File: config.mk
export PLATFORM = sky130hd
export DESIGN_NAME = l1tlb_entry_store
export DESIGN_NICKNAME = d
export VERILOG_FILES = /design/src/mmu_tlb_pkg.sv /design/src/tlb_update_if.sv /design/src/l1tlb_entry_store.sv /design/src/tlb_entry_array.sv
export SDC_FILE = /design/constraint.sdc
export NUM_CORES = 2
export LEC_CHECK = 0
export BUFFER_PORTS_ARGS = -buffer_cell sky130_fd_sc_hd__buf_2
export CAP_MARGIN = 20
export CORE_MARGIN = 1
export CORE_UTILIZATION = 50
export DETAILED_ROUTE_END_ITERATION = 12
export GPL_ROUTABILITY_DRIVEN = 1
export HOLD_SLACK_MARGIN = 0.05
export PLACE_DENSITY = 0.68
export SYNTH_ARGS = -nofsm -noshare
export SYNTH_HDL_FRONTEND = slang
export SYNTH_SLANG_ARGS = --single-unit
export TNS_END_PERCENT = 30
File: constraint.sdc
create_clock -name clk -period 5.8 [get_ports clk]
set_clock_uncertainty 0.15 [all_clocks]
set_input_delay 0.58 -clock clk [delete_from_list [all_inputs] [get_ports clk]]
set_output_delay 0.58 -clock clk [all_outputs]
set_load 0.01 [all_outputs]
File: src/mmu_tlb_pkg.sv
package mmu_tlb_pkg;

    // ======================================================================
    // Widths of the lookup key and of the stored entry
    // ======================================================================

    parameter int ASID_W = 9;
    parameter int VPN_W  = 20;
    parameter int PTE_W  = 32;

    // Source-register number carried with the flush command
    parameter int REG_IDX_W = 5;

    // ======================================================================
    // Table geometry
    // ======================================================================

    // 4 KiB pages
    parameter int NORMAL_ENTRIES = 32;

    // 4 MiB superpages, tagged on the upper VPN bits only
    parameter int SUPER_ENTRIES  = 4;
    parameter int SUPER_VPN_BITS = 10;

    // Write position must reach every slot of the larger table
    parameter int POS_W = $clog2(NORMAL_ENTRIES);

    // ======================================================================
    // Field types
    // ======================================================================

    typedef logic [ASID_W-1:0] asid_t;
    typedef logic [VPN_W-1:0]  vpn_t;
    typedef logic [PTE_W-1:0]  pte_t;
    typedef logic [POS_W-1:0]  pos_t;

    // Lookup result, one bit per table
    typedef enum logic [1:0] {
        HIT_NONE   = 2'b00,
        HIT_NORMAL = 2'b01,
        HIT_SUPER  = 2'b10
    } hit_kind_t;

endpackage

File: src/tlb_update_if.sv
`timescale 1ns/1ps

interface tlb_update_if;

    import mmu_tlb_pkg::*;

    // Write one entry at wr_pos
    logic  wr_en;
    pos_t  wr_pos;
    asid_t wr_asid;
    vpn_t  wr_vpn;
    pte_t  wr_pte;

    // Masked flush of every matching entry
    logic  fl_en;
    asid_t fl_asid;
    vpn_t  fl_vpn;
    logic  fl_all_asid;
    logic  fl_all_vpn;

    // Command side, strobes already resolved for priority
    modport src (
        output wr_en,
        output wr_pos,
        output wr_asid,
        output wr_vpn,
        output wr_pte,
        output fl_en,
        output fl_asid,
        output fl_vpn,
        output fl_all_asid,
        output fl_all_vpn
    );

    // Entry array side
    modport dst (
        input wr_en,
        input wr_pos,
        input wr_asid,
        input wr_vpn,
        input wr_pte,
        input fl_en,
        input fl_asid,
        input fl_vpn,
        input fl_all_asid,
        input fl_all_vpn
    );

endinterface

File: src/l1tlb_entry_store.sv
`timescale 1ns/1ps

module l1tlb_entry_store #(
    parameter int NORMAL_ENTRIES = mmu_tlb_pkg::NORMAL_ENTRIES,
    parameter int SUPER_ENTRIES  = mmu_tlb_pkg::SUPER_ENTRIES
) (
    input  logic                               clk,
    input  logic                               rstn,

    // Write command with bit 0 for 4 KiB and bit 1 for superpage
    input  logic [1:0]                         i_write_en,
    input  mmu_tlb_pkg::pos_t                  i_write_pos,
    input  mmu_tlb_pkg::vpn_t                  i_write_vpn,
    input  mmu_tlb_pkg::asid_t                 i_write_asid,
    input  mmu_tlb_pkg::pte_t                  i_write_pte,

    // Flush command
    input  logic                               i_flush_en,
    input  mmu_tlb_pkg::vpn_t                  i_flush_vpn,
    input  mmu_tlb_pkg::asid_t                 i_flush_asid,
    input  logic [mmu_tlb_pkg::REG_IDX_W-1:0]  i_flush_rs1,
    input  logic [mmu_tlb_pkg::REG_IDX_W-1:0]  i_flush_rs2,

    // Lookup
    input  mmu_tlb_pkg::asid_t                 i_read_asid,
    input  mmu_tlb_pkg::vpn_t                  i_read_vpn,
    output mmu_tlb_pkg::hit_kind_t             o_hit,
    output mmu_tlb_pkg::pte_t                  o_hit_pte,

    // Valid vectors for replacement
    output logic [NORMAL_ENTRIES-1:0]          o_normal_valid,
    output logic [SUPER_ENTRIES-1:0]           o_super_valid
);

    import mmu_tlb_pkg::*;

    // ======================================================================
    // Command split and strobe priority
    // ======================================================================

    tlb_update_if u_normal_upd ();
    tlb_update_if u_super_upd ();

    logic fl_strobe;
    logic fl_all_vpn;
    logic fl_all_asid;

    // 4 KiB write beats superpage write beats flush
    assign fl_strobe   = i_flush_en && (i_write_en == 2'b00);
    assign fl_all_vpn  = (i_flush_rs1 == '0);
    assign fl_all_asid = (i_flush_rs2 == '0);

    assign u_normal_upd.wr_en       = i_write_en[0];
    assign u_normal_upd.wr_pos      = i_write_pos;
    assign u_normal_upd.wr_asid     = i_write_asid;
    assign u_normal_upd.wr_vpn      = i_write_vpn;
    assign u_normal_upd.wr_pte      = i_write_pte;
    assign u_normal_upd.fl_en       = fl_strobe;
    assign u_normal_upd.fl_asid     = i_flush_asid;
    assign u_normal_upd.fl_vpn      = i_flush_vpn;
    assign u_normal_upd.fl_all_asid = fl_all_asid;
    assign u_normal_upd.fl_all_vpn  = fl_all_vpn;

    assign u_super_upd.wr_en       = i_write_en[1] && !i_write_en[0];
    assign u_super_upd.wr_pos      = i_write_pos;
    assign u_super_upd.wr_asid     = i_write_asid;
    assign u_super_upd.wr_vpn      = i_write_vpn;
    assign u_super_upd.wr_pte      = i_write_pte;
    assign u_super_upd.fl_en       = fl_strobe;
    assign u_super_upd.fl_asid     = i_flush_asid;
    assign u_super_upd.fl_vpn      = i_flush_vpn;
    assign u_super_upd.fl_all_asid = fl_all_asid;
    assign u_super_upd.fl_all_vpn  = fl_all_vpn;

    // ======================================================================
    // Entry arrays
    // ======================================================================

    logic normal_hit;
    logic super_hit;
    pte_t normal_pte;
    pte_t super_pte;

    tlb_entry_array #(
        .DEPTH        (NORMAL_ENTRIES),
        .VPN_TAG_BITS (VPN_W)
    ) u_normal_array (
        .clk     (clk),
        .rstn    (rstn),
        .upd     (u_normal_upd),
        .i_asid  (i_read_asid),
        .i_vpn   (i_read_vpn),
        .o_hit   (normal_hit),
        .o_pte   (normal_pte),
        .o_valid (o_normal_valid)
    );

    tlb_entry_array #(
        .DEPTH        (SUPER_ENTRIES),
        .VPN_TAG_BITS (SUPER_VPN_BITS)
    ) u_super_array (
        .clk     (clk),
        .rstn    (rstn),
        .upd     (u_super_upd),
        .i_asid  (i_read_asid),
        .i_vpn   (i_read_vpn),
        .o_hit   (super_hit),
        .o_pte   (super_pte),
        .o_valid (o_super_valid)
    );

    // A 4 KiB hit outranks a superpage hit
    always_comb begin
        if (normal_hit) begin
            o_hit     = HIT_NORMAL;
            o_hit_pte = normal_pte;
        end else if (super_hit) begin
            o_hit     = HIT_SUPER;
            o_hit_pte = super_pte;
        end else begin
            o_hit     = HIT_NONE;
            o_hit_pte = '0;
        end
    end

    // With both write bits set the superpage table stays untouched
    a_normal_write_wins: assert property (
        @(posedge clk) disable iff (!rstn)
        (i_write_en == 2'b11) |=> $stable(o_super_valid)
    );

endmodule

File: src/tlb_entry_array.sv
`timescale 1ns/1ps

module tlb_entry_array #(
    parameter int DEPTH        = mmu_tlb_pkg::NORMAL_ENTRIES,
    parameter int VPN_TAG_BITS = mmu_tlb_pkg::VPN_W
) (
    input  logic                clk,
    input  logic                rstn,

    tlb_update_if.dst           upd,

    // Lookup key
    input  mmu_tlb_pkg::asid_t  i_asid,
    input  mmu_tlb_pkg::vpn_t   i_vpn,

    // Lookup result
    output logic                o_hit,
    output mmu_tlb_pkg::pte_t   o_pte,

    // Per-entry valid bits for replacement
    output logic [DEPTH-1:0]    o_valid
);

    import mmu_tlb_pkg::*;

    localparam int IDX_W = (DEPTH > 1) ? $clog2(DEPTH) : 1;

    // ======================================================================
    // Entry storage
    // ======================================================================

    asid_t                   tag_asid [DEPTH];
    logic [VPN_TAG_BITS-1:0] tag_vpn  [DEPTH];
    pte_t                    pte_mem  [DEPTH];

    logic [DEPTH-1:0]        wr_sel;
    logic [DEPTH-1:0]        fl_hit;
    logic [DEPTH-1:0]        rd_hit;

    logic [VPN_TAG_BITS-1:0] wr_vpn_tag;
    logic [VPN_TAG_BITS-1:0] fl_vpn_tag;
    logic [VPN_TAG_BITS-1:0] rd_vpn_tag;

    logic [IDX_W-1:0]        hit_idx;

    // Only the upper VPN bits take part in the tag
    assign wr_vpn_tag = upd.wr_vpn[VPN_W-1 -: VPN_TAG_BITS];
    assign fl_vpn_tag = upd.fl_vpn[VPN_W-1 -: VPN_TAG_BITS];
    assign rd_vpn_tag = i_vpn[VPN_W-1 -: VPN_TAG_BITS];

    // ======================================================================
    // Per-entry compare
    // ======================================================================

    for (genvar i = 0; i < DEPTH; i++) begin : g_entry

        assign wr_sel[i] = upd.wr_en && (upd.wr_pos == pos_t'(i));

        // A zero rs1 or rs2 turns the matching field into a wildcard
        assign fl_hit[i] = upd.fl_en
                        && (upd.fl_all_asid || (tag_asid[i] == upd.fl_asid))
                        && (upd.fl_all_vpn  || (tag_vpn[i]  == fl_vpn_tag));

        assign rd_hit[i] = pte_mem[i][0]
                        && (tag_asid[i] == i_asid)
                        && (tag_vpn[i]  == rd_vpn_tag);

        // Bit 0 of the stored PTE is the valid bit
        assign o_valid[i] = pte_mem[i][0];

    end

    // ======================================================================
    // Write and flush
    // ======================================================================

    // The top level never sends a write and a flush together
    always_ff @(posedge clk or negedge rstn) begin
        if (!rstn) begin
            for (int i = 0; i < DEPTH; i++) begin
                tag_asid[i] <= '0;
                tag_vpn[i]  <= '0;
                pte_mem[i]  <= '0;
            end
        end else begin
            for (int i = 0; i < DEPTH; i++) begin
                if (wr_sel[i]) begin
                    tag_asid[i] <= upd.wr_asid;
                    tag_vpn[i]  <= wr_vpn_tag;
                    pte_mem[i]  <= upd.wr_pte;
                end else if (fl_hit[i]) begin
                    pte_mem[i][0] <= 1'b0;
                end
            end
        end
    end

    // ======================================================================
    // Lookup
    // ======================================================================

    // Scan downwards so the lowest-indexed hit is the one kept
    always_comb begin
        hit_idx = '0;
        for (int i = DEPTH - 1; i >= 0; i--) begin
            if (rd_hit[i]) begin
                hit_idx = IDX_W'(i);
            end
        end
    end

    assign o_hit = |rd_hit;
    assign o_pte = o_hit ? pte_mem[hit_idx] : '0;

    // ======================================================================
    // Checks
    // ======================================================================

    // Superpage writes carry a position from the wider 4 KiB range
    a_wr_pos_in_range: assert property (
        @(posedge clk) disable iff (!rstn)
        upd.wr_en |-> (int'(upd.wr_pos) < DEPTH)
    );

    // A written entry takes its valid bit from the new PTE
    a_write_sets_valid: assert property (
        @(posedge clk) disable iff (!rstn)
        upd.wr_en |=> (o_valid[IDX_W'($past(upd.wr_pos))] == $past(upd.wr_pte[0]))
    );

endmodule

==> flow_summary.rst <==
.. list-table::
   :header-rows: 1

   * - Metric
     - Value
   * - Result of the run
     - complete, but fails checks
   * - Violations in the final reports
     - max-slew violations, negative setup slack
   * - Highest net fanout along the worst path
     - 4
   * - R2R setup slack
     - around 3800 ps
   * - Post-synthesis average cell area
     - between 10 and 15 sq um
   * - Antenna Violating Nets Remaining
     - 0
   * - Count of mapped cells out of synthesis
     - 9,820
   * - Residual overflow from global routing
     - 0
   * - Highest attainable clock frequency
     - 0.148 GHz
   * - Std-Cell Rows
     - between 150 and 200
   * - HPWL reported at the end of detailed placement
     - between 200,000 and 300,000 microns
   * - Post-synth design cell area
     - 118,000 sq um
   * - Overall Global Routing Usage
     - 0.383
   * - Number of H-tree levels
     - 4
   * - Worst EP required
     - about 5100 ps
   * - Starting Density
     - 0.504
   * - Fraction of registers with async set or reset after synthesis
     - 1.00
   * - Placed cell count
     - ~13,000
   * - Share of Yosys cell area claimed by the top area cell type
     - 0.459
   * - Final nets
     - between 10,000 and 15,000
   * - Tightest hold margin
     - around 130 ps
   * - Unrepaired setup endpoints after global routing
     - true
   * - Fillcell total
     - roughly 19,000
   * - Number of violations of the max-capacitance limit
     - 0
   * - Port Buffer Count
     - between 200 and 250
   * - Period Utilization, post-route
     - 1.17
   * - Highest ir drop seen on vdd
     - between 0.3 and 0.4 mV
   * - CTS tree
     - built
   * - Post-detailed-route via-to-cell ratio
     - ~6.6
   * - Final count of pins violating max slew
     - 1
   * - Clock period minus final worst setup slack
     - ~6800 ps
   * - Total clock sinks
     - 2,156
   * - Predominant post-synthesis flop cell
     - sky130_fd_sc_hd__dfrtp_1
   * - Area grow syn2layout
     - 15.2%
   * - Commonest non-fill, non-tap cell in the layout
     - sky130_fd_sc_hd__mux2_2
   * - Top cell type by total area after synthesis
     - sky130_fd_sc_hd__dfrtp_1
   * - DIE AREA
     - 237,000 sq um
   * - Final Hold Fails
     - 0
   * - Worst EP arrival
     - roughly 6000 ps
   * - Count of distinct cell types in the synthesized netlist
     - 73
   * - Post-Layout Cell Count
     - ~13,000
   * - Clock latency at the later pin of the worst-skew pair
     - a little over 900 ps
   * - Top-level I/O count
     - 209
   * - Horizontal die dimension
     - around 500 microns
   * - Final core occ
     - 0.581
   * - Multi-input gate area
     - just over 60,000 sq um
   * - Count of routing violations after the opening detailed-route iteration
     - roughly 11,000
   * - Worst Setup Path Type
     - reg2out
   * - TritonCTS Buffers
     - 230
   * - Maximum count of clock buffers along a single path
     - 3
   * - Pre-Repair DR Iteration Count
     - 8
   * - Clock slew seen by the registers of the worst setup and hold paths
     - roughly 60 ps
   * - Clock root buffer
     - sky130_fd_sc_hd__clkbuf_16
   * - Commonest non-fill, non-tap cells in the layout
     - sky130_fd_sc_hd__mux2_2 (2,402), sky130_fd_sc_hd__dfrtp_1 (2,148), sky130_fd_sc_hd__xnor2_1 (1,537)
   * - Number of synthesis warnings
     - 0
   * - Fraction of final layout cells sized beyond drive strength 1
     - 0.378
   * - Initial antenna violation count
     - 37
   * - Remaining max-slew budget at the tightest pin
     - -0.00650
   * - Number of endpoints failing setup at the final stage
     - 29
   * - Post-synthesis sequential element count
     - between 2,000 and 2,500
   * - Crit end category
     - output pin
   * - Tightest Hold Check Type
     - in2reg
   * - Final weighted congestion in routability-driven placement
     - between 1 and 1.5
   * - Largest net degree at the start of global routing
     - roughly 150
   * - Routed wire length
     - 463,000 microns
   * - Leading post-synthesis cells by cell area
     - sky130_fd_sc_hd__dfrtp_1 (46%), sky130_fd_sc_hd__mux2_2 (23%), sky130_fd_sc_hd__xnor2_1 (12%)
   * - Kind of launch point of the worst setup path
     - flip-flop
   * - Number of design rule violations left after detail routing
     - 0
   * - Power per unit of standard cell area
     - ~340 nW/um^2
   * - LEAKAGE
     - between 50 and 60 nW
   * - Routed wire per std cell
     - between 30 and 40 microns
   * - Sequential-to-total area share from yosys stat
     - 0.459
   * - Worst setup margin
     - -968 ps
   * - Transition at the pin with the smallest max-transition slack
     - 1510 ps
   * - FF+latch area
     - around 54,000 sq um
   * - Via count of the first global-routing pass
     - slightly below 90,000
   * - Total vias in the final route
     - about 88,000
   * - Die Ht
     - 487 microns
   * - First-pass GRT wire length
     - between 600,000 and 700,000 microns
   * - Number of synthesized flops with an enable pin
     - 0
   * - Syn nets
     - 9,959
   * - Placeable Area
     - approximately 230,000 sq um
-- logic make-up (layout without fill, tap and decap cells) --
logic type             Yosys count  in the layout  synth area share
AO/OA/AOI/OAI                  558            558            0.0328
other                            0             10                 0
XOR/XNOR                      1998           1998             0.149
AND/OR/NAND/NOR               1606           1606            0.0751
multiplexers                  2620           2620             0.253
buffers and inverters          882           1218            0.0315
flip-flops                    2156           2156             0.459
-- synth_stat cells, types with 6 or more instances --
| cell | number |
|---|---|
| sky130_fd_sc_hd__a211oi_1 | 8 |
| sky130_fd_sc_hd__dfrtp_1 | 2156 |
| sky130_fd_sc_hd__or4b_1 | 6 |
| sky130_fd_sc_hd__buf_1 | 79 |
| sky130_fd_sc_hd__and4_1 | 28 |
| sky130_fd_sc_hd__o22ai_1 | 6 |
| sky130_fd_sc_hd__nor3_1 | 48 |
| sky130_fd_sc_hd__nand2_1 | 199 |
| sky130_fd_sc_hd__nand4_1 | 584 |
| sky130_fd_sc_hd__and2_1 | 16 |
| sky130_fd_sc_hd__mux2i_1 | 148 |
| sky130_fd_sc_hd__mux2_1 | 34 |
| sky130_fd_sc_hd__o21ai_0 | 143 |
| sky130_fd_sc_hd__a31oi_1 | 64 |
| sky130_fd_sc_hd__inv_1 | 20 |
| sky130_fd_sc_hd__mux2_2 | 2404 |
| sky130_fd_sc_hd__clkbuf_1 | 582 |
| sky130_fd_sc_hd__buf_4 | 53 |
| sky130_fd_sc_hd__xor2_1 | 405 |
| sky130_fd_sc_hd__o31ai_1 | 24 |
| sky130_fd_sc_hd__mux4_2 | 33 |
| sky130_fd_sc_hd__buf_2 | 145 |
| sky130_fd_sc_hd__nand3_1 | 206 |
| sky130_fd_sc_hd__a21oi_1 | 46 |
| sky130_fd_sc_hd__or4_1 | 15 |
| sky130_fd_sc_hd__o211ai_1 | 94 |
| sky130_fd_sc_hd__nand2b_1 | 24 |
| sky130_fd_sc_hd__nor2b_1 | 10 |
| sky130_fd_sc_hd__nor2_1 | 221 |
| sky130_fd_sc_hd__and3_1 | 6 |
| sky130_fd_sc_hd__o311ai_0 | 97 |
| sky130_fd_sc_hd__xnor2_1 | 1593 |
| sky130_fd_sc_hd__nor4_1 | 224 |
| sky130_fd_sc_hd__o221ai_1 | 30 |
-- report_power, final --
group          total (mW)  internal (mW)  switching [mW]
clock network        15.9           9.22            6.69
logic                9.73           5.04            4.70
registers            20.5           17.9            2.60
total                46.1           32.1            14.0
-- worst max-delay path, stage by stage, from the launching register on --
cell and delay [ps]:
sky130_fd_sc_hd__dfrtp_1 450, sky130_fd_sc_hd__xnor2_2 210, sky130_fd_sc_hd__nand4_1 140, sky130_fd_sc_hd__or4_1 540, sky130_fd_sc_hd__or2_1 280, sky130_fd_sc_hd__a211oi_4 310
sky130_fd_sc_hd__buf_4 180, sky130_fd_sc_hd__o21ai_2 50, sky130_fd_sc_hd__and3_1 140, sky130_fd_sc_hd__o21ai_1 120, sky130_fd_sc_hd__buf_4 160, sky130_fd_sc_hd__a32o_4 290
sky130_fd_sc_hd__mux2_2 360, sky130_fd_sc_hd__a221o_1 340, sky130_fd_sc_hd__a222oi_1 1230, sky130_fd_sc_hd__buf_2 320
-- worst paths after layout --
path / endpoint / cells after the start / startpoint
hold / removal: u_normal_array.o_valid[2]$_DFFE_PN0P_ / 5 / i_flush_rs2[1]
setup / recovery: o_hit_pte[30] / 15 / u_normal_array.tag_vpn[11]$_DFFE_PN0P_
max in group asynchronous: u_normal_array.tag_asid[210]$_DFFE_PN0P_ / 3 / rstn
hold reg to reg: u_normal_array.pte_mem[760]$_DFFE_PN0P_ / 1 / u_normal_array.pte_mem[760]$_DFFE_PN0P_
setup reg to reg: u_normal_array.o_valid[18]$_DFFE_PN0P_ / 6 / u_normal_array.tag_vpn[270]$_DFFE_PN0P_
min in group asynchronous: u_normal_array.tag_vpn[125]$_DFFE_PN0P_ / 2 / rstn
-- registers in the layout (all words and copies together), names as in the netlist --
name,count
u_normal_array.pte_mem,992
u_normal_array.tag_vpn,640
u_normal_array.tag_asid,288
u_super_array.pte_mem,124
u_super_array.tag_vpn,40
u_super_array.tag_asid,36
u_normal_array.o_valid,32
u_super_array.o_valid,4
-- stage by stage --
stage / setup slack [ps] / setup TNS [ps] / total power [mW] / cell area, sq um
floorplan: 899 / 0 / 26.8 / 118000
global placement: -898 / -5770 / 29.5 / 125000
detailed placement: -928 / -7330 / 29.9 / 125000
CTS: -918 / -3350 / 45.8 / 134000
global route: -956 / -7580 / 47.8 / 135000
finish: -968 / -4470 / 46.1 / 135000
-- repair_timing --
action                     CTS  global route
pin swaps                   45            61
hold endpoints to repair   124             0
gates resized for setup    200           198
setup endpoints to repair   31            31
gates cloned                 5            10
buffers inserted            20            34
hold buffers                 4             0
-- layout make-up --
cell class	count	share of cell area
multi-input combinational	6782	0.455
clock buffer	327	0.0491
clock inverter	100	0.0112
sequential	2156	0.398
inverter	21	0.000582
tap	3132	0.0289
timing repair buffer	770	0.0567
antenna	10	0.000185
-- metal layers --
| layer | up-vias | track usage | part of all wire |
|---|---|---|---|
| li1 | 35291 | - | - |
| met1 | 45460 | 0.483 | 0.38 |
| met2 | 5181 | 0.598 | 0.45 |
| met3 | 1704 | 0.0884 | 0.097 |
| met4 | 16 | 0.236 | 0.073 |
| met5 | - | 0 | 0.00021 |
Note: power is estimated with default switching activity, not from simulation.
